--- config.mk ---
export PLATFORM = sky130hd
export DESIGN_NAME = cart_header
export DESIGN_NICKNAME = d
export VERILOG_FILES = /design/src/common/gb_cart_pkg.sv /design/src/verilog/cart_header.sv
export SDC_FILE = /design/constraint.sdc
export NUM_CORES = 1
export LEC_CHECK = 0
export ABC_AREA = 1
export BUFFER_PORTS_ARGS = -buffer_cell sky130_fd_sc_hd__buf_4
export CAP_MARGIN = 20
export CELL_PAD_IN_SITES_DETAIL_PLACEMENT = 1
export CELL_PAD_IN_SITES_GLOBAL_PLACEMENT = 1
export CORE_UTILIZATION = 32
export CTS_CLUSTER_SIZE = 40
export DETAILED_ROUTE_END_ITERATION = 10
export PLACE_DENSITY_LB_ADDON = 0.1
export REMOVE_ABC_BUFFERS = 1
export SETUP_SLACK_MARGIN = 0.05
export SYNTH_ARGS = -nofsm -noshare
export SYNTH_HDL_FRONTEND = slang
export SYNTH_SLANG_ARGS = --single-unit
--- constraint.sdc ---
create_clock -name clk_sys -period 3 [get_ports clk_sys]
set_input_delay 0.75 -clock clk_sys [delete_from_list [all_inputs] [get_ports clk_sys]]
set_output_delay 0.75 -clock clk_sys [all_outputs]
set_load 0.005 [all_outputs]
--- src/common/gb_cart_pkg.sv ---
// ---------------------------------------------------------------------
// cartridge package: widths, header offsets, mapper kinds and the
// structs shared by the MBC blocks
// ---------------------------------------------------------------------
package gb_cart_pkg;

	// ---------------------------------------------------------------------
	// widths
	// ---------------------------------------------------------------------
	localparam int CART_ADDR_W = 16;   // cpu address bus
	localparam int ROM_WADDR_W = 22;   // rom store, 16 bit words (8 MB)
	localparam int DL_ADDR_W   = 25;   // download stream byte address
	localparam int CRAM_ADDR_W = 17;   // up to 16 banks of 8 KB

	// header bytes, as byte offsets in the download stream
	localparam logic [DL_ADDR_W-1:0] HDR_CGB_OFS  = 25'h142;  // first header beat we look at
	localparam logic [DL_ADDR_W-1:0] HDR_TYPE_OFS = 25'h146;  // cartridge type in upper byte
	localparam logic [DL_ADDR_W-1:0] HDR_SIZE_OFS = 25'h148;  // {ram size, rom size}

	// low nibble written to 0x0000-0x1fff that opens the ram
	localparam logic [3:0] RAM_ENABLE_KEY = 4'ha;

	// ---------------------------------------------------------------------
	// types
	// ---------------------------------------------------------------------
	typedef enum int {
		MBC_NONE,   // 32k linear rom, no banking
		MBC_1,
		MBC_2,
		MBC_3,
		MBC_5
	} mbc_kind_e;

	// one cpu bus cycle
	typedef struct packed {
		logic [CART_ADDR_W-1:0] addr;
		logic                   rd;
		logic                   wr;
		logic [7:0]             wdata;
	} cart_bus_t;

	// one download beat, two rom bytes at an even address
	typedef struct packed {
		logic                 wr;
		logic [DL_ADDR_W-1:0] addr;
		logic [15:0]          data;
	} dl_word_t;

	// decoded header
	typedef struct packed {
		mbc_kind_e  kind;
		logic [8:0] rom_mask;   // 16k bank mask
		logic [3:0] ram_mask;   // 8k bank mask
	} cart_info_t;

	// mapper register state as written by the cpu
	typedef struct packed {
		logic [8:0] rom_bank;
		logic [3:0] ram_bank;
		logic       mbc1_mode;  // 0: 16/8 mode, 1: 4/32 mode
		logic       rtc_mode;   // mbc3 rtc selected at a000
		logic       ram_enable;
	} bank_state_t;

	// registered cartridge ram response
	typedef struct packed {
		logic       hit;        // last cycle was a read of a000-bfff
		logic [7:0] data;
	} cram_rsp_t;

endpackage
--- src/verilog/cart_header.sv ---
// ---------------------------------------------------------------------
// header capture from the rom download, mapper/size decode, ready flag
// ---------------------------------------------------------------------
`timescale 1ns/1ps

module cart_header (
	input  logic                    clk_sys,
	input  logic                    reset,
	input  gb_cart_pkg::dl_word_t   dl,
	output gb_cart_pkg::cart_info_t info,
	output logic                    cart_ready
);
	import gb_cart_pkg::*;

	logic [7:0] type_byte;  // 0x147 cartridge type
	logic [7:0] rom_size;   // 0x148
	logic [7:0] ram_size;   // 0x149
	logic       hdr_beat;

	// only beats inside the header window are decoded
	assign hdr_beat = dl.wr && (dl.addr >= HDR_CGB_OFS) && (dl.addr <= HDR_SIZE_OFS);

	always_ff @(posedge clk_sys) begin
		if (reset) begin
			type_byte <= 8'h00;
			rom_size  <= 8'h00;
			ram_size  <= 8'h00;
		end else if (hdr_beat) begin
			if (dl.addr == HDR_TYPE_OFS)
				type_byte <= dl.data[15:8];         // odd byte of the word
			if (dl.addr == HDR_SIZE_OFS)
				{ram_size, rom_size} <= dl.data;
		end
	end

	// cart stays ready until the next reset, a new download just refills rom
	always_ff @(posedge clk_sys) begin
		if (reset)
			cart_ready <= 1'b0;
		else if (dl.wr)
			cart_ready <= 1'b1;
	end

	// ---------------------------------------------------------------------
	// decode
	// ---------------------------------------------------------------------
	always_comb begin
		case (type_byte) inside
			[8'd1:8'd3]:   info.kind = MBC_1;
			[8'd5:8'd6]:   info.kind = MBC_2;
			[8'd15:8'd19]: info.kind = MBC_3;   // with and without rtc
			[8'd25:8'd30]: info.kind = MBC_5;
			default:       info.kind = MBC_NONE;
		endcase

		// 2^(n+1) banks of 16k for n = 0..8, odd sizes ($52..) get 128 banks
		if (rom_size < 8'd9)
			info.rom_mask = 9'((10'd2 << rom_size[3:0]) - 10'd1);
		else
			info.rom_mask = 9'h07f;

		if (ram_size < 8'd3)
			info.ram_mask = 4'h0;   // none, 2k or 8k: single bank
		else if (ram_size == 8'd3)
			info.ram_mask = 4'h3;   // 32k
		else
			info.ram_mask = 4'hf;   // 128k
	end

	// download beats carry word pairs, so the byte address is always even
	a_dl_even: assert property (@(posedge clk_sys) disable iff (reset)
		dl.wr |-> !dl.addr[0]);

endmodule

==> impl_metrics.tcl <==
set metrics [dict create \
    die_h_um 76.3 \
    routed.top_layer "met4" \
    placed_cell_area_mm2 0.00210 \
    drc_errors 0 \
    finalSetupViolations 0 \
    synth_top_cell_by_area "dfxtp_1" \
    grt_usage 0.145 \
    clkSinkCount 25 \
    finalHoldViolCount 0 \
    synth_area_leaders "dfxtp_1 (28%), nand2_1 (17%), nor2_1 (16%)" \
    dp_hpwl_um 3300 \
    status "complete, no violations" \
    cp-end-kind "primary output" \
    numCtsBuffers 3 \
    drtIter0Drc 62 \
    die-area_mm2 0.00583 \
    drive_above_1_share 0.209 \
    path_clk_slew_ns 0.08 \
    p_switching_mw 0.140 \
    ys_ff_latch 25 \
    cts_setup_buffers 0 \
    max_freq_mhz 396 \
    synth_area_mm2 0.00177 \
    cap_violations 0 \
    ctsLongestPathBuffers 2 \
    vias_per_cell 4.17 \
    m1WireLength_um 1750 \
    p_int_mw 0.470 \
    post-route-period-util 0.842 \
    cts_tree "built" \
    slew_violations 0 \
    crit_type "reg -> out" \
    design.final.nets 395 \
    start_util 0.340 \
    path_buf_inv 3 \
    wl_um 3980 \
    area_growth_pct 21.6 \
    rows 26 \
    max_slew.worst_pin.slew_ns 0.721 \
    die_w_um 76.3 \
    synth_cells 296 \
    clockRootBuffer "clkbuf_8" \
    setup_tns_ns 0 \
    crit_path_max_incr_delay_ns 0.37 \
    comb_power_share 0.130 \
    timing.critical_path.from "rom_size[0]" \
    p_clk_frac 0.324 \
    synth-seq-area-share 0.283 \
    power_density_mw_per_mm2 284 \
    cts_resized 0 \
    coreArea_mm2 0.00520 \
    synth.avg_cell_area_um2 5.97 \
    rsz0062_at_grt "false" \
    max_slew_margin 0.519 \
    fin_skew_ns 0 \
    port_buffers 59 \
    rr_startpoint "rom_size[3]" \
    period_needed_ns 2.53 \
    cp.arrival_ns 1.78 \
    yosysUniqueCellTypes 26 \
    crit_chain "nor2_1 > nand2_1 > nor2_1 > inv_1 > ha_1 > nand2_1 > inv_1 > a21oi_1 > nor3_1 > buf_4" \
    grt_pass1_vias 1655 \
    synth_top_area_frac 0.283 \
    first_pass_iters 4 \
    holdBufCountCts 0 \
    io_pins 90 \
    wl_met3_um 202 \
    path_max_fanout 6 \
    crit_required_ns 2.25 \
    vias 1748 \
    met2_wirelength_um 2000 \
    swShare 0.230 \
    hp-start "cart_ready" \
    grt_start_max_net_pins 33 \
    grt_pass1_wl_um 6960 \
    max-vdd-ir-drop_v 0.000183 \
    num_antenna_cells 0 \
    wire_per_inst_um 9.50 \
    grt-ovfl-total 0 \
    slowest_stage "dfxtp_1" \
    power_frac_seq 0.546 \
    leakage_nw 1.24 \
    ant_nets 0 \
    globalplace.congestion 0.733 \
    critPathTopFamily "simple AND/OR/NAND/NOR gates" \
    hp-class "reg -> reg" \
    antenna_found_initial 0 \
    htreeDepth 1 \
    critPathLaunchType "flop" \
    synth_warnings 0 \
    fin_area_mm2 0.00215 \
    clock_latency_ns 0.26 \
]
cells in the final DEF, fill, tap and decap left out:
| cell | count |
|---|---|
| a2111oi_0 | 1 |
| ha_1 | 1 |
| o21ai_1 | 2 |
| nor2_2 | 4 |
| clkbuf_1 | 1 |
| nand2_1 | 78 |
| nand4_1 | 1 |
| dfxtp_1 | 25 |
| clkbuf_8 | 3 |
| nor4_2 | 1 |
| buf_4 | 59 |
| nor2_1 | 77 |
| nand3b_1 | 1 |
| nand3_2 | 2 |
| o211ai_1 | 2 |
| o21ai_0 | 2 |
| inv_1 | 38 |
| nor3_1 | 3 |
| nor4_1 | 2 |
| nand3_1 | 8 |
| o31ai_1 | 1 |
| a21oi_1 | 2 |
| conb_1 | 30 |
| a41oi_1 | 1 |
| inv_2 | 4 |
metal layers:
layer / up-vias / GRT usage
li1: 924 / -
met1: 767 / 0.168
met2: 53 / 0.269
met3: 4 / 0.0287
met4: 0 / 0.0346
met5: - / 0
cell usage after synthesis, drive strengths merged:
library cell,number
conb,2
o211ai,2
nor2,81
a2111oi,1
nor4,3
dfxtp,25
a41oi,1
nor3,3
o21ai,4
a21oi,2
inv,42
nand4,1
nand2,78
buf,38
nand3,10
nand3b,1
ha,1
o31ai,1
area by class of cell:
type / instances / area [um2]
well taps: 70 / 87.6
flip-flops and latches: 25 / 500
multi-input cells: 219 / 916
fillers: 744 / 3060
inverters: 42 / 158
clock buffers: 4 / 45.0
repair buffers: 59 / 443
logic make-up after synthesis:
kind of cell	after synthesis	share of synthesized area
AO/OA/AOI/OAI	11	0.0396
adder cells (fa/ha/maj)	1	0.00708
buffers and inverters	80	0.258
flip-flops	25	0.283
other	2	0.00425
AND/OR/NAND/NOR	177	0.408
metrics by stage:
stage,utilization,std cells,hold WS [ns],total power [mW],setup slack (ns)
after global placement,0.404,415,0.451,0.420,0.641
after global routing,0.413,419,0.535,0.647,0.234
final,0.413,419,0.481,0.610,0.475
after detailed placement,0.404,415,0.468,0.420,0.589
after floorplan,-,286,0.461,0.366,1.01
after CTS,0.413,419,0.491,0.627,0.433
worst min-delay path, cell delays in order, from the launching register on:
cell and delay, ns:
dfxtp_1 0.34, nor2_1 0.05, nor2_1 0.06
path summary, 6_finish.rpt:
check / end / slack (ns) / cells after the start
max: info[11] / 0.47 / 10
min reg2reg: cart_ready / 0.48 / 2
max reg2reg: rom_size[3] / 2.17 / 4
min: cart_ready / 0.48 / 2
power groups by stage:
stage | sequential, mW | combinational [mW] | clock, mW
after floorplan | 0.341 | 0.0255 | 0
after global placement | 0.341 | 0.0794 | 0
after detailed placement | 0.341 | 0.0796 | 0
after CTS | 0.333 | 0.0798 | 0.214
after global routing | 0.333 | 0.0886 | 0.225
final | 0.333 | 0.0791 | 0.198
flip-flops by register name (all words and copies together) (netlist names):
name,flops
type_byte,8
ram_size,8
cart_ready,1
rom_size,8
(Power assumes the default switching activity.)
