**config.mk**
```make
export PLATFORM = sky130hd
export DESIGN_NAME = cart_read_mux
export DESIGN_NICKNAME = d
export VERILOG_FILES = /design/src/common/gb_cart_pkg.sv /design/src/verilog/cart_read_mux.sv
export SDC_FILE = /design/constraint.sdc
export NUM_CORES = 1
export LEC_CHECK = 0
export BUFFER_PORTS_ARGS = -buffer_cell sky130_fd_sc_hd__buf_4
export CAP_MARGIN = 0
export CORE_AREA = 2 2 39 41
export DETAILED_ROUTE_END_ITERATION = 16
export DIE_AREA = 0 0 41 43
export HOLD_SLACK_MARGIN = 0.06
export PLACE_DENSITY = 0.54
export SLEW_MARGIN = 10
export SYNTH_ARGS = -nofsm -noshare
export SYNTH_HDL_FRONTEND = slang
export SYNTH_SLANG_ARGS = --single-unit
```
**constraint.sdc**
```tcl
create_clock -name clk_sys -period 1.6 [get_ports clk_sys]
set_input_delay 0.24 -clock clk_sys [delete_from_list [all_inputs] [get_ports clk_sys]]
set_output_delay 0.24 -clock clk_sys [all_outputs]
set_load 0.02 [all_outputs]
```
**src/common/gb_cart_pkg.sv**
```systemverilog
// ---------------------------------------------------------------------
// cartridge package: widths, header offsets, mapper kinds and the
// structs shared by the MBC blocks
// ---------------------------------------------------------------------
package gb_cart_pkg;

	// ---------------------------------------------------------------------
	// widths
	// ---------------------------------------------------------------------
	localparam int CART_ADDR_W = 16;   // cpu address bus
	localparam int ROM_WADDR_W = 22;   // rom store, 16 bit words (8 MB)
	localparam int DL_ADDR_W   = 25;   // download stream byte address
	localparam int CRAM_ADDR_W = 17;   // up to 16 banks of 8 KB

	// header bytes, as byte offsets in the download stream
	localparam logic [DL_ADDR_W-1:0] HDR_CGB_OFS  = 25'h142;  // first header beat we look at
	localparam logic [DL_ADDR_W-1:0] HDR_TYPE_OFS = 25'h146;  // cartridge type in upper byte
	localparam logic [DL_ADDR_W-1:0] HDR_SIZE_OFS = 25'h148;  // {ram size, rom size}

	// low nibble written to 0x0000-0x1fff that opens the ram
	localparam logic [3:0] RAM_ENABLE_KEY = 4'ha;

	// ---------------------------------------------------------------------
	// types
	// ---------------------------------------------------------------------
	typedef enum int {
		MBC_NONE,   // 32k linear rom, no banking
		MBC_1,
		MBC_2,
		MBC_3,
		MBC_5
	} mbc_kind_e;

	// one cpu bus cycle
	typedef struct packed {
		logic [CART_ADDR_W-1:0] addr;
		logic                   rd;
		logic                   wr;
		logic [7:0]             wdata;
	} cart_bus_t;

	// one download beat, two rom bytes at an even address
	typedef struct packed {
		logic                 wr;
		logic [DL_ADDR_W-1:0] addr;
		logic [15:0]          data;
	} dl_word_t;

	// decoded header
	typedef struct packed {
		mbc_kind_e  kind;
		logic [8:0] rom_mask;   // 16k bank mask
		logic [3:0] ram_mask;   // 8k bank mask
	} cart_info_t;

	// mapper register state as written by the cpu
	typedef struct packed {
		logic [8:0] rom_bank;
		logic [3:0] ram_bank;
		logic       mbc1_mode;  // 0: 16/8 mode, 1: 4/32 mode
		logic       rtc_mode;   // mbc3 rtc selected at a000
		logic       ram_enable;
	} bank_state_t;

	// registered cartridge ram response
	typedef struct packed {
		logic       hit;        // last cycle was a read of a000-bfff
		logic [7:0] data;
	} cram_rsp_t;

endpackage
```
**src/verilog/cart_read_mux.sv**
```systemverilog
// ---------------------------------------------------------------------
// cpu read mux: ram response over rom byte, gated by cartridge ready
// ---------------------------------------------------------------------
`timescale 1ns/1ps

module cart_read_mux (
	input  logic                   clk_sys,
	input  logic                   reset,
	input  logic                   cart_ready,
	input  logic [7:0]             rom_byte,
	input  gb_cart_pkg::cram_rsp_t rsp,
	output logic [7:0]             cart_do
);

	logic ready_q;   // readiness of the cycle that issued the read

	// rom_byte and rsp are already one cycle behind the request,
	// so the ready flag is delayed to line up with them
	always_ff @(posedge clk_sys) begin
		if (reset)
			ready_q <= 1'b0;
		else
			ready_q <= cart_ready;
	end

	always_comb begin
		if (!ready_q)
			cart_do = 8'h00;       // no cartridge yet
		else if (rsp.hit)
			cart_do = rsp.data;    // a000-bfff
		else
			cart_do = rom_byte;
	end

endmodule

```
==> metrics, run 1 <==
Tcrit/Tclk final=0.665; cell mode on critical path=buf_4; total power=between 100 and 150 uW; gr ovfl total=0; RSZ-0062 raised after global routing=no; Final Setup Violations=0; sequential fraction of the synthesis area=0.119; Worst EP arrival=between 0.8 and 0.9 ns; Final min period=between 1 and 1.5 ns; hold_buf cts=0; worst setup slack after layout=0.536 ns; slew margin rel.=0.860; WS Path Type=in2out; Avg Cell Area, Syn=8.82 um^2; critical-path maximum fanout=8; data required time at the worst endpoint=~1.4 ns; Power Density=between 300 and 400 nW/um^2; Setup Fix Bufs, Post-CTS=0; DRT iter0 DRCs=0; Hold Path Cell Cnt=2; startpoint type of the worst setup path=primary input; leakage power=about 0.00021 uW; status=completed; syn_nets=39; Final Max Tran Viols=0; final hold violation count=0; vias per inst=approximately 3.8; first-pass GRT wire length=710 um; Final Wtd Congestion=between 0.4 and 0.5; Die Y=~43 um; max cap viols=0; Synth-to-Final Area Change=126%; Initial Utilization=0.121; top cell type by total area after synthesis=mux2i_1; maximum achievable frequency=~940 MHz; worst-path cell chain=buf_4 > mux2i_1 > nor2b_1 > buf_4; Largest regs=ready_q: 1 flops; Routed Antenna Nets=0; Yosys cell types=4; max reg flops=1; Tightest Hold Check Type=in2reg; share of the synthesized area in the top cell type=0.478; boundary pin count=28; number of global-route vias before repair=around 190; initial antenna violation count=0; Site Rows=14; Worst path max stage delay=approximately 0.2 ns; post-CTS sizing=0; n_diodes=0; die area=about 1800 um^2; Core ar.=roughly 1400 um^2; layout cells sized above 1=0.600; critical path's slowest cell=mux2i_1; Mapped Cells=19; worst-margin pin slew=between 0.2 and 0.25 ns; #FFs+latches synth=1; Port Buffers=27; post-route setup TNS=0 ns; Layout Nets=between 60 and 70; pin count of the biggest net entering global routing=9; dpl ws=about 0.54 ns; die width=41 um; fillers=150; via count=between 200 and 250; total wire length=roughly 540 um; largest register by flop count=ready_q; Worst setup EP type=primary output; Remaining DRCs=0; total track usage=0.0520; top cells by area, synth=mux2i_1, nor2b_1, dfxtp_1; Max VDD drop=~0.13 mV; YS warnings=0; drt first pass iters=1; routed len/inst=~8.8 um; Worst-path clk slew=0 ns; synthesized area=between 150 and 200 um^2
## path summary, 6_finish.rpt
kind    from         end  slack [ns]
min    reset     ready_q        0.40
max   rsp[8]  cart_do[6]        0.54
## synthesized netlist by cell type
master / count
mux2i_1: 8
dfxtp_1: 1
buf_6: 1
nor2b_1: 9
## stage by stage
step	hold WS [ns]	cell area, um^2	utilization	std cells
5_1_grt	0.410	379	0.274	61
3_3_place_gp	0.395	379	0.274	61
3_5_place_dp	0.398	379	0.274	61
4_1_cts	0.398	379	0.274	61
6_report	0.397	379	0.274	61
2_1_floorplan	0.312	168	-	19
## where the power goes
part / switching [uW] / leakage, uW / internal (uW)
clock network: 0 / 0 / 0
logic: 31.3 / 0.000201 / 54.4
registers: 2.21 / 0.00000834 / 26.8
## cell usage in the layout, fill, tap and decap left out
cell / instances
dfxtp_1: 1
buf_4: 27
nor2b_1: 9
mux2i_1: 8
## worst max-delay path, delay by kind of cell
kind                   cells  cell delay (ns)
buffers and inverters      2             0.31
multiplexers               1             0.20
AND/OR/NAND/NOR            1             0.06
## per-layer routing
metal / part of all wire / vias up / routed length [um] / GRT usage
met3: 0.17 / 0 / 90 / 0.00524
met4: 0 / 0 / 0 / 0
met5: 0 / - / 0 / 0
met2: 0.51 / 16 / 274 / 0.100
met1: 0.32 / 96 / 171 / 0.0603
li1: - / 117 / - / -
## final cells by class
type | count | area (um^2) | share of cell area
multi-input cells | 17 | 136 | 0.360
flip-flops and latches | 1 | 20.0 | 0.0528
well taps | 16 | 20.0 | 0.0528
repair buffers | 27 | 203 | 0.535
## cells by family (layout without fill, tap and decap cells)
| kind of cell | count (synthesis) | in the layout | share of synthesized area |
|---|---|---|---|
| AND/OR/NAND/NOR | 9 | 9 | 0.336 |
| multiplexers | 8 | 8 | 0.478 |
| flip-flops | 1 | 1 | 0.119 |
| buffers and inverters | 1 | 27 | 0.0672 |
Note: power is estimated with default switching activity, not from simulation.
==> run 2, diff against run 1 <==
--- a/config.mk
+++ b/config.mk
@@ -5,13 +5,14 @@
 export SDC_FILE = /design/constraint.sdc
 export NUM_CORES = 1
 export LEC_CHECK = 0
+export ABC_AREA = 1
 export BUFFER_PORTS_ARGS = -buffer_cell sky130_fd_sc_hd__buf_4
 export CAP_MARGIN = 0
 export CORE_AREA = 2 2 39 41
 export DETAILED_ROUTE_END_ITERATION = 16
 export DIE_AREA = 0 0 41 43
 export HOLD_SLACK_MARGIN = 0.06
-export PLACE_DENSITY = 0.54
+export PLACE_DENSITY = 0.58
 export SLEW_MARGIN = 10
 export SYNTH_ARGS = -nofsm -noshare
 export SYNTH_HDL_FRONTEND = slang
==> constraint.sdc (replaced) <==
create_clock -name clk_sys -period 1.1 [get_ports clk_sys]
set_input_delay 0.165 -clock clk_sys [delete_from_list [all_inputs] [get_ports clk_sys]]
set_output_delay 0.165 -clock clk_sys [all_outputs]
set_load 0.02 [all_outputs]
==> metrics, run 2 <==
status=completed (unchanged); Setup Fix Bufs, Post-CTS=0 (unchanged); total wire length=581 um (was 535 um); initial antenna violation count=0 (unchanged); Power Density=434 nW/um^2 (was 303 nW/um^2); Worst EP arrival=0.77 ns (was 0.82 ns); hold_buf cts=0 (unchanged); share of the synthesized area in the top cell type=0.285 (was 0.478); worst-margin pin slew=0.248 ns (was 0.209 ns); Die Y=43 um (unchanged); post-CTS sizing=0 (unchanged); Layout Nets=92 (was 67); Final min period=~0.94 ns; Tightest Hold Check Type=in2reg (unchanged); synthesized area=224 um^2 (was 168 um^2); leakage power=0.000261 uW (was 0.000209 uW); critical-path maximum fanout=8 (unchanged); EDFF count, synth=0 (unchanged); top cell type by total area after synthesis=nor2_1 (was mux2i_1); data required time at the worst endpoint=0.94 ns (was 1.36 ns); largest register by flop count=ready_q (unchanged); Avg Cell Area, Syn=4.87 um^2 (was 8.82 um^2); Largest regs=ready_q: 1 flops (unchanged); drt first pass iters=3 (was 1); total power=176 uW (was 115 uW); die area=1760 um^2 (unchanged); sequential fraction of the synthesis area=0.0894 (was 0.119); syn_nets=66 (was 39); Worst setup EP type=primary output (unchanged); Port Buffers=27 (unchanged); slew margin rel.=0.834 (was 0.860); Final Setup Violations=0 (unchanged); most common cell after layout, fill and taps aside=buf_4 (unchanged); vias per inst=3.59 (was 3.75); Initial Utilization=0.162 (was 0.121); Async S/R FF share, synth=0 (unchanged); detailed placement HPWL=approximately 480 um; die width=41 um (unchanged); Worst-path clk slew=0 ns (about the same); startpoint type of the worst setup path=register (was primary input); number of global-route vias before repair=268 (was 193); most frequent cells in the layout=buf_4, nor2_1, nand2_1 (was buf_4, nor2b_1, mux2i_1); Remaining DRCs=0 (unchanged); RSZ-0062 raised after global routing=no (unchanged); Most used DFF post-synth=dfxtp_1 (unchanged); routed len/inst=6.76 um (was 8.77 um); Final Wtd Congestion=0.567 (was 0.496); WS Path Type=reg2out (was in2out); Placed Cells=86 (was 61); n_diodes=0 (unchanged); #FFs+latches synth=1 (unchanged); Routed Antenna Nets=0 (unchanged); boundary pin count=28 (unchanged); max reg flops=1 (unchanged); YS warnings=0 (unchanged); Mapped Cells=46 (was 19); Tcrit/Tclk final=0.854; pin count of the biggest net entering global routing=17 (was 9); count leader, synth=nor2_1 (was nor2b_1); Yosys cell types=7 (was 4); DRT iter0 DRCs=5 (was 0); Post-Layout Cell Count=86 (was 61); synth cell count leaders=nor2_1, nand2_1, inv_1 (was nor2b_1, mux2i_1, buf_6, dfxtp_1); post-route setup TNS=0 ns (unchanged); layout cells sized above 1=0.414 (was 0.600); total track usage=0.0700 (was 0.0520); final hold violation count=0 (unchanged); max cap viols=0 (unchanged); Max VDD drop=0.225 mV (was 0.133 mV); via count=309 (was 229); Synth-to-Final Area Change=81.0% (was 126%); gr ovfl total=0 (unchanged); Site Rows=14 (unchanged); first-pass GRT wire length=938 um (was 710 um); Final Max Tran Viols=0 (unchanged); maximum achievable frequency=roughly 1100 MHz; Core ar.=1380 um^2 (unchanged); top cells by area, synth=nor2_1, nand2_1, inv_1 (was mux2i_1, nor2b_1, dfxtp_1)
==> run 2: cell count changes in the layout (fill, tap and decap cells not counted) <==
cell,before,now
inv_1,0,9
mux2i_1,8,0
nand2_1,0,14
nand2_2,0,2
nor2_1,0,17
nor2b_1,9,0
==> run 2: through the flow <==
stage          setup slack (ns)  utilization  hold slack (ns)  area [um^2]
3_5_place_dp              0.136        0.293            0.323          405
3_3_place_gp              0.163        0.293            0.321          405
4_1_cts                   0.140        0.293            0.324          405
5_1_grt                  0.0304        0.293            0.342          405
6_report                  0.160        0.293            0.323          405
2_1_floorplan             0.164            -            0.236          224
==> run 2: kinds of logic (layout without fill, tap and decap cells) <==
group / Yosys count / count (layout) / share of synthesized area
AND/OR/NAND/NOR: 33 / 33 / 0.575
flip-flops: 1 / 1 / 0.0894
buffers and inverters: 12 / 36 / 0.335
==> run 2: layout make-up <==
cell class / instances / area [um^2]
timing repair buffer: 27 / 203
fill: 165 / 978
multi-input combinational: 33 / 129
tap: 16 / 20.0
inverter: 9 / 33.8
sequential: 1 / 20.0
==> run 2: path summary, 6_finish.rpt <==
| kind | cells past startpoint | start | to |
|---|---|---|---|
| worst max-delay path | 3 | ready_q | cart_do[0] |
| worst min-delay path | 2 | reset | ready_q |
==> run 2: critical path: stages, from the launching register on <==
cell     delay (ns)
dfxtp_1        0.43
nand2_1        0.09
nor2_1         0.10
buf_4          0.15
==> run 2: where the power goes <==
part,internal [uW],switching (uW),leakage (uW)
Combinational,74.9,58.2,0.000253
Sequential,39.0,3.84,0.00000834
Clock,0,0,0
Total,114,62.1,0.000261
==> run 2: per-layer routing <==
layer	global-route usage	vias to the layer above	wire length, um
met4	0	0	0
met5	0	-	0
met1	0.0794	120	244
met3	0	0	59
li1	-	174	-
met2	0.141	15	277
