$ cat config.mk
export PLATFORM = sky130hd
export DESIGN_NAME = rom_bank_map
export DESIGN_NICKNAME = d
export VERILOG_FILES = /design/src/common/gb_cart_pkg.sv /design/src/mapper/rom_bank_map.sv
export SDC_FILE = /design/constraint.sdc
export NUM_CORES = 1
export LEC_CHECK = 0
export BUFFER_PORTS_ARGS = -buffer_cell sky130_fd_sc_hd__buf_2
export CORE_MARGIN = 1.5
export CORE_UTILIZATION = 24
export CTS_BUF_LIST = sky130_fd_sc_hd__clkbuf_4
export DETAILED_ROUTE_END_ITERATION = 8
export PLACE_DENSITY = 0.85
export SLEW_MARGIN = 20
export SYNTH_ARGS = -nofsm -noshare
export SYNTH_HDL_FRONTEND = slang
export SYNTH_SLANG_ARGS = --single-unit
$ cat constraint.sdc
create_clock -name clk_sys -period 1.8 [get_ports clk_sys]
set_input_delay 0.36 -clock clk_sys [delete_from_list [all_inputs] [get_ports clk_sys]]
set_output_delay 0.36 -clock clk_sys [all_outputs]
set_load 0.01 [all_outputs]
$ cat src/common/gb_cart_pkg.sv
// ---------------------------------------------------------------------
// cartridge package: widths, header offsets, mapper kinds and the
// structs shared by the MBC blocks
// ---------------------------------------------------------------------
package gb_cart_pkg;

	// ---------------------------------------------------------------------
	// widths
	// ---------------------------------------------------------------------
	localparam int CART_ADDR_W = 16;   // cpu address bus
	localparam int ROM_WADDR_W = 22;   // rom store, 16 bit words (8 MB)
	localparam int DL_ADDR_W   = 25;   // download stream byte address
	localparam int CRAM_ADDR_W = 17;   // up to 16 banks of 8 KB

	// header bytes, as byte offsets in the download stream
	localparam logic [DL_ADDR_W-1:0] HDR_CGB_OFS  = 25'h142;  // first header beat we look at
	localparam logic [DL_ADDR_W-1:0] HDR_TYPE_OFS = 25'h146;  // cartridge type in upper byte
	localparam logic [DL_ADDR_W-1:0] HDR_SIZE_OFS = 25'h148;  // {ram size, rom size}

	// low nibble written to 0x0000-0x1fff that opens the ram
	localparam logic [3:0] RAM_ENABLE_KEY = 4'ha;

	// ---------------------------------------------------------------------
	// types
	// ---------------------------------------------------------------------
	typedef enum int {
		MBC_NONE,   // 32k linear rom, no banking
		MBC_1,
		MBC_2,
		MBC_3,
		MBC_5
	} mbc_kind_e;

	// one cpu bus cycle
	typedef struct packed {
		logic [CART_ADDR_W-1:0] addr;
		logic                   rd;
		logic                   wr;
		logic [7:0]             wdata;
	} cart_bus_t;

	// one download beat, two rom bytes at an even address
	typedef struct packed {
		logic                 wr;
		logic [DL_ADDR_W-1:0] addr;
		logic [15:0]          data;
	} dl_word_t;

	// decoded header
	typedef struct packed {
		mbc_kind_e  kind;
		logic [8:0] rom_mask;   // 16k bank mask
		logic [3:0] ram_mask;   // 8k bank mask
	} cart_info_t;

	// mapper register state as written by the cpu
	typedef struct packed {
		logic [8:0] rom_bank;
		logic [3:0] ram_bank;
		logic       mbc1_mode;  // 0: 16/8 mode, 1: 4/32 mode
		logic       rtc_mode;   // mbc3 rtc selected at a000
		logic       ram_enable;
	} bank_state_t;

	// registered cartridge ram response
	typedef struct packed {
		logic       hit;        // last cycle was a read of a000-bfff
		logic [7:0] data;
	} cram_rsp_t;

endpackage
$ cat src/mapper/rom_bank_map.sv
// ---------------------------------------------------------------------
// rom bank mapper: per-kind bank select and mask, word address, byte pick
// ---------------------------------------------------------------------
`timescale 1ns/1ps

module rom_bank_map (
	input  logic                                 clk_sys,
	input  gb_cart_pkg::cart_bus_t               cpu,
	input  gb_cart_pkg::cart_info_t              info,
	input  gb_cart_pkg::bank_state_t             banks,
	input  logic [15:0]                          rom_data,
	output logic [gb_cart_pkg::ROM_WADDR_W-1:0] rom_addr,
	output logic                                 rom_rd,
	output logic [7:0]                           rom_byte
);
	import gb_cart_pkg::*;

	logic [6:0] mbc1_bank;   // mode-adjusted mbc1 bank before masking
	logic [8:0] bank;        // 16k bank
	logic [9:0] bank_field;  // 8k unit, bank plus a13

	always_comb begin
		// mode 0: ram bank bits drive rom a19/a20, mode 1: they go to the ram
		mbc1_bank = {banks.mbc1_mode ? 2'b00 : banks.ram_bank[1:0], banks.rom_bank[4:0]};

		case (info.kind)
			MBC_1:        bank = {2'b00, mbc1_bank & info.rom_mask[6:0]};
			MBC_2, MBC_3: bank = {2'b00, banks.rom_bank[6:0]};
			MBC_5:        bank = banks.rom_bank & info.rom_mask;
			default:      bank = {8'd0, cpu.addr[14]};     // plain 32k rom
		endcase

		if (!cpu.addr[14])
			bank = 9'd0;   // 0000-3fff is always bank 0
	end

	assign bank_field = {bank, cpu.addr[13]};
	assign rom_addr   = {bank_field, cpu.addr[12:1]};
	assign rom_rd     = cpu.rd;

	// store answers in the same cycle, latch the addressed byte
	always_ff @(posedge clk_sys) begin
		rom_byte <= cpu.addr[0] ? rom_data[15:8] : rom_data[7:0];
	end

endmodule

==> impl_metrics.ini, run 1 <==
[synth]
yosysMostFrequentCell = buf_4
synth.distinct_cells = 19
avgSynthCellArea_um2 = 9.580
synth_commonest_cells = buf_4, dfxtp_1, mux2_2, nor4_2, o211a_1
ys_seq_area_share_pct = 26.12
syn-num-nets = 168
netlist.area_leader.share_pct = 26.12
synth.area.top_cells = dfxtp_1, buf_4, mux2_2
yosysTopAreaCell = dfxtp_1
synth_edf_count = 0
syn_area_um2 = 613.1
yosysWarnings = 0
syn_inst = 64
synth_async_sr_flop_share_pct = 0
synth-seq-cells = 8
synth-main-ff-cell = dfxtp_1

[grt]
grt_pass1_vias = 701
grt_usage_pct = 13.95
grt_pass1_wl_um = 2870
antenna_found_initial = 0
grt_max_degree = 9
gr-total-overflow = 0

[floorplanning]
rows = 18
die-area_um2 = 2867
start_util_pct = 24.97
chipHeight_um = 53.54
core_um2 = 2455
top_level_ports = 135
fp.dieW_um = 53.54

[final_layout]
antennaDiodeCount = 0
final_util_pct = 46.94
reg_top3 = rom_byte: 8 flops
area_growth_pct = 87.96
layout.nets = 253
drive_above_1_share_pct = 77.55
final_area_um2 = 1152
multi_input_area_um2 = 391.6
fin_cells = 177
largest_register = rom_byte
largest_reg_flops = 8
regArea_um2 = 160.2
num-fill-cells = 244

[timing]
tightest_slew_ns = 0.3926
hold_viol = 0
final-setup-viol-count = 9
post-route-period-util_pct = 110.0
max_clock_freq_ghz = 0.5052
rsz0062_at_grt = true
max_slew_margin_pct = 73.77
slew_viol_final = 0
period_minus_slack_ns = 1.979
fin_hold_ws_ns = 0.3361
setup_ws_ns = -0.1794

[placed_design]
post_dp_cell_area_um2 = 1027
io_buffers = 88
placedCellCount = 173
post-dp-hpwl_um = 1880
routabilityCongestion = 0.6269

[route]
postRouteAntennaNets = 0
route.detailed.drc = 0
via_per_inst = 4.548
initialDrtViolationCount = 7
vias = 805
drt-wirelength-per-cell_um = 13.68
wirelength_um = 2421
dr.pass1.iters = 4

[clock_network]
clk_path_buf_depth = 2
clkSinkCount = 8
cts_buffers = 3
cts_tree = built
cts-root-buf = clkbuf_4
cts_htree_levels = 1
path_clk_slew_ns = 0.05

[setup_path]
cp_slowest_cell = nor4_2
crit_arrival_ns = 1.62
crit_type = in -> out
max_stage_delay_ns = 0.31
end_kind = primary output
cp_max_fo = 4
worstPathCellList = buf_6, nor4_4, nand4_1, nor4_2, buf_4, o211a_1, buf_2
critPathRequiredTime_ns = 1.44
critPathLaunchType = input pin

[power_and_ir_drop]
p_total_uw = 498.4
peakVddDrop_v = 0.0003717
p_per_area_nw_per_um2 = 432.5
p_leak_uw = 0.0006319

[run]
drv_cap = 0

[hold_path]
hold_path_class = in -> reg

[outcome]
outcome = complete, but fails checks
violations = setup timing
==> layout make-up <==
class	instances	area share, %
Tap cell	30	3.257
Inverter	1	0.3257
Clock buffer	3	1.954
Sequential cell	8	13.90
Timing Repair Buffer	95	46.58
Multi-Input combinational cell	40	33.98
==> through the flow <==
stage / setup TNS (ns) / setup WS (ns)
detailed placement: -1.589 / -0.2151
floorplan: 0 / 0.06375
finish: -1.240 / -0.1794
CTS: -1.228 / -0.1858
global placement: -1.524 / -0.2082
global route: -2.138 / -0.2954
==> routing by layer <==
metal,routed length (um),global-route usage [%],up-vias
met5,0,0,-
met4,19,3.419,0
met3,303,6.389,2
met2,1318,29.84,49
met1,780,10.79,356
li1,-,-,398
==> power breakdown <==
part	switching [uW]	internal, uW
Combinational	67.6	101
Sequential	3.02	191
Clock	58.9	76.2
==> cell families after synthesis <==
family          Yosys count  synth area share [%]
compound gates            9                 12.65
mux                       8                 14.69
flops                     8                 26.12
buf+inv                  16                 18.37
simple gates             22                 26.74
xor+xnor                  1                 1.429
==> layout by cell type, fill, tap and decap left out, types with 2 or more instances in the layout <==
master and instances:
buf_4 7, a22o_1 2, nor4_4 3, nor4_2 4
and4_1 2, nor2b_1 3, clkbuf_4 3, o211a_1 4
nand4_1 2, buf_6 7, a22oi_1 2, nor3_1 2
nor2_1 3, dfxtp_1 8, mux2_2 8, buf_2 81
==> critical path: cells and delay by family <==
| kind | cells | cell delay (ns) |
|---|---|---|
| compound gates | 1 | 0.13 |
| simple gates | 3 | 0.74 |
| buf+inv | 3 | 0.38 |
==> path summary, 6_finish.rpt <==
kind | start | to | slack, ns | depth (start not counted)
max | info[20] | rom_addr[14] | -0.18 | 7
min | rom_data[12] | rom_byte[4]$_DFF_P_ | 0.34 | 2
==> what timing repair did <==
item | CTS | global route
hold buffers | 0 | 0
gates resized for setup | 8 | 6
gates cloned | 0 | 0
buffers inserted | 1 | 0
pin swaps | 12 | 4
hold endpoints to repair | 0 | 0
setup endpoints to repair | 9 | 9
No activity file was read; power rests on OpenSTA's default activity.
==> run 2, diff against run 1 <==
--- a/config.mk
+++ b/config.mk
@@ -11,6 +11,7 @@
 export CTS_BUF_LIST = sky130_fd_sc_hd__clkbuf_4
 export DETAILED_ROUTE_END_ITERATION = 8
 export PLACE_DENSITY = 0.85
+export REMOVE_ABC_BUFFERS = 1
 export SLEW_MARGIN = 20
 export SYNTH_ARGS = -nofsm -noshare
 export SYNTH_HDL_FRONTEND = slang
==> run 2 against run 1 <==
  * The flow still finishes with violations (setup timing)
  * Final area shrank 0.43%
  * Die area is the same
  * Total power fell by 1.6%
  * Routed wire length increased by 10%
  * Hold slack lost 0.0023 ns
  * Largest cell class unchanged
  * Largest power group unchanged
  * Sequential power hardly changed
  * First-iteration DRC count decreased by 43%
  * Clock power decreased by 3%
  * Maximum frequency rose by 1.6%
  * Non-clock buffer count decreased by 1
  * Worst setup slack better by 0.031 ns
  * Final cell count shrank 0.56%
  * Critical path type unchanged
==> impl_metrics.ini, run 2 (synthesis results as in run 1) <==
[power_and_ir_drop]
swShare_pct = 24.81
peakVddDrop_v = 0.0003473
p_per_area_nw_per_um2 = 427.5
switchingPower_uw = 121.7
power_frac_seq_pct = 39.7
p_leak_uw = 0.0006237
p_int_uw = 368.8
p_total_uw = 490.5
clockPowerShare_pct = 26.8
combPwrFrac_pct = 33.5

[route]
postRouteAntennaNets = 0
initialDrtViolationCount = 4
vias = 839
via_per_inst = 4.767
dr.pass1.iters = 4
route.detailed.drc = 0
drt-wirelength-per-cell_um = 15.17
wirelength_um = 2670

[clock_network]
cts_htree_levels = 1
cts_tree = built
path_clk_slew_ns = 0.05
postCtsSetupBuffers = 0
clkSinkCount = 8
hold_buffers = 0
cts_buffers = 3
cts-root-buf = clkbuf_4
clk_path_buf_depth = 2

[timing]
period_minus_slack_ns = 1.948
tightest_slew_ns = 0.3823
hold_viol = 0
rsz0062_at_grt = true
max_clock_freq_ghz = 0.5133
setup_ws_ns = -0.1481
max_slew_margin_pct = 74.46
slew_viol_final = 0
post-route-period-util_pct = 108.2
final-setup-viol-count = 9

[grt]
gr-total-overflow = 0
grt_pass1_vias = 755
antenna_found_initial = 0
grt_usage_pct = 16.70
grt_pass1_wl_um = 3167
grt_max_degree = 9

[final_layout]
final_util_pct = 46.74
final_area_um2 = 1147
reg_top3 = rom_byte: 8 flops
layout.nets = 252
final_cell_mix = buf_2, mux2_2, buf_6, dfxtp_1, buf_4
final_common_cell = buf_2
area_growth_pct = 87.14
largest_reg_flops = 8
drive_above_1_share_pct = 78.08
num-fill-cells = 238
largest_register = rom_byte
fin_cells = 176
antennaDiodeCount = 0

[floorplanning]
fp.dieW_um = 53.54
start_util_pct = 24.97
core_um2 = 2455
top_level_ports = 135
chipHeight_um = 53.54
die-area_um2 = 2867
rows = 18

[outcome]
outcome = complete, but fails checks
violations = setup timing

[placed_design]
routabilityCongestion = 0.7883
post_dp_cell_area_um2 = 1027
post-dp-hpwl_um = 2255
io_buffers = 88
placedCellCount = 173

[setup_path]
critPathRequiredTime_ns = 1.44
crit_type = in -> out
cp_max_fo = 4
critPathLaunchType = input pin
end_kind = primary output
crit_arrival_ns = 1.59

[hold_path]
worstHoldEndpoint = rom_byte[2]$_DFF_P_
worstHoldStart = rom_data[10]
hold_path_class = in -> reg
whs_path_depth = 2

[run]
drv_cap = 0
-- run 2: changes by cell type in the layout (fill, tap and decap cells not counted) --
cell	change
nor3_2	+1
nor4_2	+1
buf_4	-1
nor4_4	-1
buf_6	+1
buf_2	-1
nor3_1	-1
-- run 2: final cells by class --
class / count / area [um2] / area share [%]
flip-flops and latches: 8 / 160.2 / 13.96
well taps: 30 / 37.54 / 3.272
repair buffers: 94 / 535.5 / 46.67
clock buffers: 3 / 22.52 / 1.963
multi-input cells: 40 / 387.9 / 33.81
inverters: 1 / 3.754 / 0.3272
-- run 2: worst max path at each step --
stage	start	end	slack [ns]	cells after the start
2_1_floorplan	info[26]	rom_addr[14]	0.06	4
3_3_place_gp	info[38]	rom_addr[21]	-0.23	8
3_5_place_dp	info[38]	rom_addr[20]	-0.25	8
4_1_cts	info[39]	rom_addr[20]	-0.18	8
5_1_grt	info[16]	rom_addr[13]	-0.24	7
6_report	info[39]	rom_addr[20]	-0.15	8
-- run 2: repair_timing --
action                     4_1_cts  5_1_grt
pin swaps                        9        3
gates resized for setup         10        5
setup endpoints to repair        9        9
hold endpoints to repair         0        0
-- run 2: power groups by stage --
| stage | registers [uW] | clock network (uW) | logic [uW] |
|---|---|---|---|
| 2_1_floorplan | 207 | 0 | 32.6 |
| 3_3_place_gp | 198 | 0 | 141 |
| 4_1_cts | 195 | 140 | 157 |
| 3_5_place_dp | 198 | 0 | 143 |
| 5_1_grt | 196 | 151 | 178 |
| 6_report | 195 | 131 | 164 |
-- run 2: layer usage --
metal / up-vias / routed length, um / track usage (%)
met5: - / 0 / 10.42
met2: 86 / 1350 / 31.28
met3: 2 / 548 / 13.33
met1: 357 / 752 / 10.83
met4: 0 / 19 / 7.692
li1: 394 / - / -
-- run 2: stage by stage --
step	setup slack (ns)	hold slack [ns]	TNS [ns]
after global placement	-0.2250	0.5878	-1.701
after detailed placement	-0.2527	0.5882	-1.742
final	-0.1481	0.3338	-0.9641
after CTS	-0.1789	0.3206	-1.130
after global routing	-0.2420	0.3190	-1.703
after floorplan	0.06375	0.5044	0
-- run 2: worst max-delay path, cell delays in order --
cell	delay [ns]
buf_6	0.10
nor4_4	0.25
nand4_1	0.17
buf_4	0.18
nor3_2	0.10
buf_4	0.14
and4_1	0.17
buf_2	0.13
