===== src/common/gb_cart_pkg.sv =====
// ---------------------------------------------------------------------
// cartridge package: widths, header offsets, mapper kinds and the
// structs shared by the MBC blocks
// ---------------------------------------------------------------------
package gb_cart_pkg;

	// ---------------------------------------------------------------------
	// widths
	// ---------------------------------------------------------------------
	localparam int CART_ADDR_W = 16;   // cpu address bus
	localparam int ROM_WADDR_W = 22;   // rom store, 16 bit words (8 MB)
	localparam int DL_ADDR_W   = 25;   // download stream byte address
	localparam int CRAM_ADDR_W = 17;   // up to 16 banks of 8 KB

	// header bytes, as byte offsets in the download stream
	localparam logic [DL_ADDR_W-1:0] HDR_CGB_OFS  = 25'h142;  // first header beat we look at
	localparam logic [DL_ADDR_W-1:0] HDR_TYPE_OFS = 25'h146;  // cartridge type in upper byte
	localparam logic [DL_ADDR_W-1:0] HDR_SIZE_OFS = 25'h148;  // {ram size, rom size}

	// low nibble written to 0x0000-0x1fff that opens the ram
	localparam logic [3:0] RAM_ENABLE_KEY = 4'ha;

	// ---------------------------------------------------------------------
	// types
	// ---------------------------------------------------------------------
	typedef enum int {
		MBC_NONE,   // 32k linear rom, no banking
		MBC_1,
		MBC_2,
		MBC_3,
		MBC_5
	} mbc_kind_e;

	// one cpu bus cycle
	typedef struct packed {
		logic [CART_ADDR_W-1:0] addr;
		logic                   rd;
		logic                   wr;
		logic [7:0]             wdata;
	} cart_bus_t;

	// one download beat, two rom bytes at an even address
	typedef struct packed {
		logic                 wr;
		logic [DL_ADDR_W-1:0] addr;
		logic [15:0]          data;
	} dl_word_t;

	// decoded header
	typedef struct packed {
		mbc_kind_e  kind;
		logic [8:0] rom_mask;   // 16k bank mask
		logic [3:0] ram_mask;   // 8k bank mask
	} cart_info_t;

	// mapper register state as written by the cpu
	typedef struct packed {
		logic [8:0] rom_bank;
		logic [3:0] ram_bank;
		logic       mbc1_mode;  // 0: 16/8 mode, 1: 4/32 mode
		logic       rtc_mode;   // mbc3 rtc selected at a000
		logic       ram_enable;
	} bank_state_t;

	// registered cartridge ram response
	typedef struct packed {
		logic       hit;        // last cycle was a read of a000-bfff
		logic [7:0] data;
	} cram_rsp_t;

endpackage

===== src/mapper/mbc_regs.sv =====
// ---------------------------------------------------------------------
// mbc register file: cpu writes into rom/ram bank, mode, rtc select
// and ram enable
// ---------------------------------------------------------------------
`timescale 1ns/1ps

module mbc_regs (
	input  logic                     clk_sys,
	input  logic                     reset,
	input  logic                     dl_active,
	input  gb_cart_pkg::cart_bus_t   cpu,
	input  gb_cart_pkg::mbc_kind_e   kind,
	output gb_cart_pkg::bank_state_t banks
);
	import gb_cart_pkg::*;

	logic [2:0] region;     // 8k region of the write
	logic       rom_bank_wr;
	logic       ram_bank_wr;

	assign region      = cpu.addr[15:13];
	assign rom_bank_wr = cpu.wr && (region == 3'b001);   // 2000-3fff
	assign ram_bank_wr = cpu.wr && (region == 3'b010);   // 4000-5fff

	always_ff @(posedge clk_sys) begin
		if (reset || dl_active) begin
			banks.rom_bank   <= 9'd1;   // bank 1 sits at 4000 on power up
			banks.ram_bank   <= 4'd0;
			banks.mbc1_mode  <= 1'b0;
			banks.rtc_mode   <= 1'b0;
			banks.ram_enable <= 1'b0;
		end else begin
			// 0000-1fff ram gate, any other value closes it again
			if (cpu.wr && (region == 3'b000))
				banks.ram_enable <= (cpu.wdata[3:0] == RAM_ENABLE_KEY);

			// rom bank
			if (rom_bank_wr) begin
				if (kind == MBC_5) begin
					if (cpu.addr[12])
						banks.rom_bank[8] <= cpu.wdata[0];     // 3xxx high bit
					else
						banks.rom_bank[7:0] <= cpu.wdata;      // 2xxx low byte
				end else if (cpu.wdata[6:0] == 7'd0) begin
					banks.rom_bank <= 9'd1;                    // bank 0 reads as 1
				end else begin
					banks.rom_bank <= {2'b00, cpu.wdata[6:0]};
				end
			end

			// ram bank, or rtc register select on mbc3
			if (ram_bank_wr) begin
				case (kind)
					MBC_3: begin
						if (cpu.wdata[3]) begin
							banks.rtc_mode <= 1'b1;
						end else begin
							banks.rtc_mode <= 1'b0;
							banks.ram_bank <= {2'b00, cpu.wdata[1:0]};
						end
					end
					MBC_5:   banks.ram_bank <= cpu.wdata[3:0];
					default: banks.ram_bank <= {2'b00, cpu.wdata[1:0]};
				endcase
			end

			// 6000-7fff banking mode, mbc1 only
			if ((kind == MBC_1) && cpu.wr && (region == 3'b011))
				banks.mbc1_mode <= cpu.wdata[0];
		end
	end

	// ---------------------------------------------------------------------
	// checks
	// ---------------------------------------------------------------------
	a_rd_wr_excl: assert property (@(posedge clk_sys) disable iff (reset)
		!(cpu.rd && cpu.wr));

	// only mbc5 may map rom bank 0 into 4000-7fff
	a_rom_bank_nz: assert property (@(posedge clk_sys) disable iff (reset)
		(kind != MBC_5) |-> (banks.rom_bank != 9'd0));

endmodule


===== config.mk =====
export PLATFORM = sky130hd
export DESIGN_NAME = mbc_regs
export DESIGN_NICKNAME = d
export VERILOG_FILES = /design/src/common/gb_cart_pkg.sv /design/src/mapper/mbc_regs.sv
export SDC_FILE = /design/constraint.sdc
export NUM_CORES = 1
export LEC_CHECK = 0
export BUFFER_PORTS_ARGS = -buffer_cell sky130_fd_sc_hd__buf_2
export CELL_PAD_IN_SITES_DETAIL_PLACEMENT = 1
export CELL_PAD_IN_SITES_GLOBAL_PLACEMENT = 2
export CORE_ASPECT_RATIO = 1.2
export CORE_UTILIZATION = 20
export CTS_BUF_LIST = sky130_fd_sc_hd__clkbuf_4 sky130_fd_sc_hd__clkbuf_8
export CTS_CLUSTER_DIAMETER = 100
export CTS_CLUSTER_SIZE = 24
export DETAILED_ROUTE_END_ITERATION = 8
export PLACE_DENSITY = 0.87
export SKIP_LAST_GASP = 1
export SLEW_MARGIN = 30
export SYNTH_ARGS = -nofsm -noshare
export SYNTH_HDL_FRONTEND = slang
export SYNTH_SLANG_ARGS = --single-unit

===== constraint.sdc =====
create_clock -name clk_sys -period 2.2 [get_ports clk_sys]
set_input_delay 0.22 -clock clk_sys [delete_from_list [all_inputs] [get_ports clk_sys]]
set_output_delay 0.22 -clock clk_sys [all_outputs]
set_load 0.03 [all_outputs]

==> results.sh, run 1 <==
export IMPL_run_status="complete, no violations"
export IMPL_top_register="banks"
export IMPL_synthFlopType="dfxtp_1"
export IMPL_rrSetupSlack_ns=1.42
export IMPL_powerDensity_nw_per_um2=488
export IMPL_finalCriticalPeriod_ns=1.61
export IMPL_crit_start="kind[12]"
export IMPL_fin_tns_setup_ns=0
export IMPL_drc=0
export IMPL_grt_util_all_layers_pct=13.1
export IMPL_cp_max_fo=8
export IMPL_cts_sinks=16
export IMPL_critPathLaunchType="input port"
export IMPL_multi_input_area_sq_um=542
export IMPL_drt_wl_total_mm=2.98
export IMPL_clk_path_buf_depth=2
export IMPL_cts_setup_buffers=0
export IMPL_cts_max_level=1
export IMPL_antenna_left=0
export IMPL_path_class="input port to register"
export IMPL_antenna_found_initial=0
export IMPL_grt_overflow_total=0
export IMPL_hold_depth=3
export IMPL_pin_count=77
export IMPL_reg_top3="banks (16)"
export IMPL_wl_per_cell_um=13.6
export IMPL_start_util_pct=20.8
export IMPL_die_x_um=62.6
export IMPL_cts_resized=0
export IMPL_min_path_type="input port to register"
export IMPL_critPathArrivalTime_ns=1.74
export IMPL_ys_seq_elements=16
export IMPL_hpwl_mm=2.42
export IMPL_drt_iter0_drc=17
export IMPL_setup_viol=0
export IMPL_gp_congestion=0.670
export IMPL_p_int_w=0.000493
export IMPL_cts_buffers=3
export IMPL_largest_reg_flops=16
export IMPL_rr_endpoint="banks[7]"
export IMPL_drtPass1Iterations=4
export IMPL_combinationalPowerShare_pct=14.0
export IMPL_rsz0062_at_grt="false"
export IMPL_r2r_cells=1
export IMPL_synthDistinctLibCells=27
export IMPL_crit_required_ns=2.33
export IMPL_netlist_area_sq_um=881
export IMPL_area_growth_pct=48.7
export IMPL_power_switching_w=0.000146
export IMPL_r2r_start="banks[7]"
export IMPL_end_kind="register"
export IMPL_seqPwrFrac_pct=45.6
export IMPL_min_from="cpu[4]"
export IMPL_syn_mean_instance_area_sq_um=8.90
export IMPL_grt_pass1_vias=1082
export IMPL_clk_pin_slew_ns=0.06
export IMPL_min_to="banks[11]"
export IMPL_clk_latency_ns=0.25
export IMPL_die_area_sq_um=4670
export IMPL_seq_area_sq_um=320
export IMPL_cts_tree="done"
export IMPL_insertedDiodeCount=0
export IMPL_final_hold_viol_count=0
export IMPL_yosys_warnings=0
export IMPL_final_layout_size_suffix_gt1_share_pct=48.8
export IMPL_slew_viol_final=0
export IMPL_fin_nets=226
export IMPL_rows=26
export IMPL_ys_async_sr_fraction_pct=0
export IMPL_fill_cells=540
export IMPL_core_area_sq_um=4230
export IMPL_grt_pass1_wl_mm=4.86
export IMPL_io_buffers=63
export IMPL_max_clock_freq_mhz=622
export IMPL_die_h_um=74.7
export IMPL_cap_viol_max_count=0
export IMPL_synth_seq_area_share_pct=36.4
export IMPL_grt_max_degree=13
export IMPL_min_period_over_period_pct=73.1
export IMPL_whs_ns=0.235
export IMPL_netlist_instances=99
export IMPL_fin_worst_skew_ns=0
export IMPL_synth_edff_count=0
export IMPL_cts_root_buf="clkbuf_8"
export IMPL_pwr_share_clk_pct=40.3
export IMPL_routed_via_density=4.72
export IMPL_holdBufCountCts=0
export IMPL_worst_pin_slew_ns=0.536
export IMPL_switching_share_pct=22.8
export IMPL_route_vias_total=1038
export IMPL_slew_headroom_pct=64.1
export IMPL_p_leak_nw=0.550
export IMPL_syn_num_nets=160
export IMPL_worst_ir_drop_vdd_v=0.000184
[per-stage QoR]
stage	total power [W]	util (%)	cells	worst slack, ns	area, sq um
after floorplan	0.000328	-	99	0.676	881
after global placement	0.000387	29.7	216	0.353	1250
after detailed placement	0.000389	29.7	216	0.335	1250
after CTS	0.000648	31.0	220	0.584	1310
after global routing	0.000670	31.0	220	0.509	1310
final	0.000639	31.0	220	0.592	1310
[how the worst max path moves through the flow]
stage	slack [ns]	endpoint	depth (start not counted)
floorplan	0.68	banks[7]	5
global placement	0.35	banks[7]	6
detailed placement	0.34	banks[7]	6
CTS	0.58	banks[7]	6
global route	0.51	banks[7]	6
finish	0.59	banks[7]	6
[cell type report]
cell class	instances	area share [%]
Timing Repair Buffer	64	24.6
Tap cell	56	5.35
Clock buffer	4	4.20
Multi-Input combinational cell	80	41.4
Sequential cell	16	24.5
[layout by cell type (no fill, tap or decap), types with 2 or more instances in the layout]
cell type  count
nand4b_1       2
o21ai_0        2
nor4_1         5
o21ai_1        5
nor2b_1        4
nand4_2        2
buf_2         63
nand2_1       11
mux2i_1        8
nor4_2         6
a21oi_1        7
dfxtp_1       16
clkbuf_8       4
or4_1          2
nor4bb_1       2
nor2_1         6
nand3_1        8
[cells in the mapped netlist, types with 2 or more instances]
master / n / share of area [%]
dfxtp_1: 16 / 36
mux2i_1: 8 / 9.1
clkbuf_1: 2 / 0.85
nand4_2: 2 / 2.8
a21oi_1: 7 / 4.0
or4_1: 2 / 1.7
nor4_1: 5 / 3.6
nand2_1: 11 / 4.7
o21ai_1: 5 / 2.8
nand4b_1: 2 / 2.0
nor2b_1: 4 / 2.8
o21ai_0: 2 / 1.1
nor4bb_1: 2 / 2.3
nor2_1: 6 / 2.6
nand3_1: 8 / 4.5
nor4_2: 6 / 8.5
[power by group through the flow]
stage                     combinational, W  clock, W  sequential, W
after floorplan                  0.0000270         0       0.000301
after global placement           0.0000890         0       0.000298
after detailed placement         0.0000908         0       0.000298
after CTS                        0.0000915  0.000265       0.000292
after global routing              0.000100  0.000278       0.000292
final                            0.0000898  0.000258       0.000292
[critical path, cell delays in order]
cell     delay, ns
buf_2         0.10
nor4_2        0.30
nand4_2       0.28
nor3_4        0.45
nor2_2        0.09
o32a_1        0.30
[cell families after synthesis]
kind of cell / share of synthesized area [%]
flip-flops: 36.4
buffers and inverters: 2.13
AND/OR/NAND/NOR: 43.3
multiplexers: 9.09
AO/OA/AOI/OAI: 9.09
[per-layer routing]
metal | wire length (um) | part of all wire, % | vias up | global-route usage [%]
met5 | 0 | 0 | - | 0
met4 | 10 | 0.34 | 0 | 3.10
met3 | 281 | 9.4 | 2 | 3.64
met2 | 1500 | 50 | 53 | 26.0
met1 | 1190 | 40 | 477 | 13.6
li1 | - | - | 506 | -
(Power assumes the default switching activity.)
==> inputs of run 2 (changes only) <==
--- a/config.mk
+++ b/config.mk
@@ -9,12 +9,12 @@
 export CELL_PAD_IN_SITES_DETAIL_PLACEMENT = 1
 export CELL_PAD_IN_SITES_GLOBAL_PLACEMENT = 2
 export CORE_ASPECT_RATIO = 1.2
-export CORE_UTILIZATION = 20
+export CORE_UTILIZATION = 19
 export CTS_BUF_LIST = sky130_fd_sc_hd__clkbuf_4 sky130_fd_sc_hd__clkbuf_8
 export CTS_CLUSTER_DIAMETER = 100
 export CTS_CLUSTER_SIZE = 24
 export DETAILED_ROUTE_END_ITERATION = 8
-export PLACE_DENSITY = 0.87
+export PLACE_DENSITY = 0.84
 export SKIP_LAST_GASP = 1
 export SLEW_MARGIN = 30
 export SYNTH_ARGS = -nofsm -noshare
==> constraint.sdc (replaced) <==
create_clock -name clk_sys -period 1.6 [get_ports clk_sys]
set_input_delay 0.16 -clock clk_sys [delete_from_list [all_inputs] [get_ports clk_sys]]
set_output_delay 0.16 -clock clk_sys [all_outputs]
set_load 0.03 [all_outputs]
==> run 2 against run 1 <==
Net effect: sequential power up 37%; worst setup slack worse by 0.41 ns; combinational power up 39%; register-to-register slack lost 0.58 ns; count of clock-buffer cells in the layout fell by 1; critical path depth unchanged; non-clock buffer count rose by 4; hold slack worse by 0.060 ns; total power rose by 30%; wire length decreased by 4.2%; clock power grew 18%; utilization fell by 0.55 points; largest cell class unchanged; largest power group unchanged.
==> results.sh, run 2 (same netlist as run 1, synthesis figures left out) <==
export IMPL_clk_pin_slew_ns=0.06
export IMPL_holdBufCountCts=0
export IMPL_die_area_sq_um=4910
export IMPL_drtPass1Iterations=4
export IMPL_combinationalPowerShare_pct=15.1
export IMPL_rr_endpoint="banks[7]"
export IMPL_io_buffers=63
export IMPL_rrSetupSlack_ns=0.84
export IMPL_final_hold_viol_count=0
export IMPL_die_x_um=64.2
export IMPL_multi_input_area_sq_um=542
export IMPL_worst_ir_drop_vdd_v=0.000334
export IMPL_drt_wl_total_mm=2.86
export IMPL_crit_required_ns=1.74
export IMPL_top_register="banks"
export IMPL_p_total_w=0.000830
export IMPL_pin_count=77
export IMPL_fin_worst_skew_ns=0
export IMPL_routed_via_density=4.65
export IMPL_cts_root_buf="clkbuf_8"
export IMPL_insertedDiodeCount=0
export IMPL_min_period_over_period_pct=88.5
export IMPL_crit_start="kind[12]"
export IMPL_drt_iter0_drc=30
export IMPL_route_vias_total=1038
export IMPL_pwr_share_clk_pct=36.6
export IMPL_end_kind="register"
export IMPL_place_area_sq_um=1280
export IMPL_r2r_cells=1
export IMPL_grt_max_degree=12
export IMPL_cts_buffers=3
export IMPL_final_layout_size_suffix_gt1_share_pct=49.7
export IMPL_gp_congestion=0.706
export IMPL_critPathLaunchType="input port"
export IMPL_switching_share_pct=24.2
export IMPL_critPathArrivalTime_ns=1.56
export IMPL_slew_viol_final=0
export IMPL_min_from="cpu[4]"
export IMPL_final_common_cell="buf_2"
export IMPL_fin_tns_setup_ns=0
export IMPL_cp_max_fo=7
export IMPL_clk_latency_ns=0.25
export IMPL_cp_endpoint="banks[9]"
export IMPL_cts_max_level=1
export IMPL_fill_cells=555
export IMPL_slew_headroom_pct=63.3
export IMPL_grt_pass1_wl_mm=4.67
export IMPL_whs_ns=0.175
export IMPL_worst_pin_slew_ns=0.548
export IMPL_final_area_sq_um=1330
export IMPL_wl_per_cell_um=12.8
export IMPL_finalCriticalPeriod_ns=1.42
export IMPL_core_area_sq_um=4360
export IMPL_rows=26
export IMPL_max_clock_freq_mhz=706
export IMPL_grt_overflow_total=0
export IMPL_seqPwrFrac_pct=48.3
export IMPL_cts_tree="done"
export IMPL_antenna_found_initial=0
export IMPL_grt_pass1_vias=1084
export IMPL_seq_area_sq_um=320
export IMPL_fin_nets=230
export IMPL_setup_viol=0
export IMPL_hpwl_mm=2.40
export IMPL_power_switching_w=0.000200
export IMPL_cap_viol_max_count=0
export IMPL_cts_setup_buffers=0
export IMPL_clk_path_buf_depth=2
export IMPL_grt_util_all_layers_pct=11.9
export IMPL_start_util_pct=20.2
export IMPL_cts_resized=0
export IMPL_min_path_type="input port to register"
export IMPL_cts_sinks=16
export IMPL_p_int_w=0.000629
export IMPL_r2r_start="banks[7]"
export IMPL_layout_common_cells="buf_2 (63), dfxtp_1 (16), nand2_1 (11), nand3_1 (8), mux2i_1 (8)"
export IMPL_area_growth_pct=50.6
export IMPL_hold_depth=3
export IMPL_powerDensity_nw_per_um2=626
export IMPL_antenna_left=0
export IMPL_drc=0
export IMPL_largest_reg_flops=16
export IMPL_path_class="input port to register"
export IMPL_die_h_um=76.6
export IMPL_p_leak_nw=0.563
export IMPL_run_status="complete, no violations"
export IMPL_rsz0062_at_grt="false"
export IMPL_reg_top3="banks (16)"
[run 2: worst max-delay path, cell delays in order]
cell and delay (ns):
buf_2 0.11, nor4_2 0.31, nand4_2 0.28, or3_1 0.50
nand3_1 0.13, a21oi_1 0.06
[run 2: stage by stage]
stage	setup slack [ns]	cells	util, %
2_1_floorplan	0.136	99	-
3_3_place_gp	-0.0791	220	29.5
3_5_place_dp	-0.127	220	29.5
4_1_cts	0.132	223	30.4
5_1_grt	0.0350	223	30.4
6_report	0.184	223	30.4
[run 2: area by class of cell]
| type | count | share of cell area, % |
|---|---|---|
| multi-input cells | 80 | 40.8 |
| repair buffers | 68 | 26.6 |
| flip-flops and latches | 16 | 24.2 |
| well taps | 56 | 5.28 |
| clock buffers | 3 | 3.11 |
[run 2: worst min-delay path by stage]
stage	to	slack (ns)
finish	banks[11]	0.18
global route	banks[12]	0.20
CTS	banks[11]	0.18
detailed placement	banks[11]	0.44
global placement	banks[11]	0.43
floorplan	banks[3]	0.30
[run 2: power groups by stage]
stage / clock network (W) / logic, W / registers [W]
detailed placement: 0 / 0.000127 / 0.000410
finish: 0.000304 / 0.000125 / 0.000401
floorplan: 0 / 0.0000371 / 0.000414
global route: 0.000318 / 0.000139 / 0.000401
CTS: 0.000305 / 0.000127 / 0.000401
global placement: 0 / 0.000125 / 0.000410
[run 2: metal layers]
layer	track usage (%)	up-vias	wire length (um)
met2	22.6	55	1370
met1	12.7	470	1130
li1	-	509	-
met3	3.44	4	331
met4	2.67	0	23
met5	0	-	0
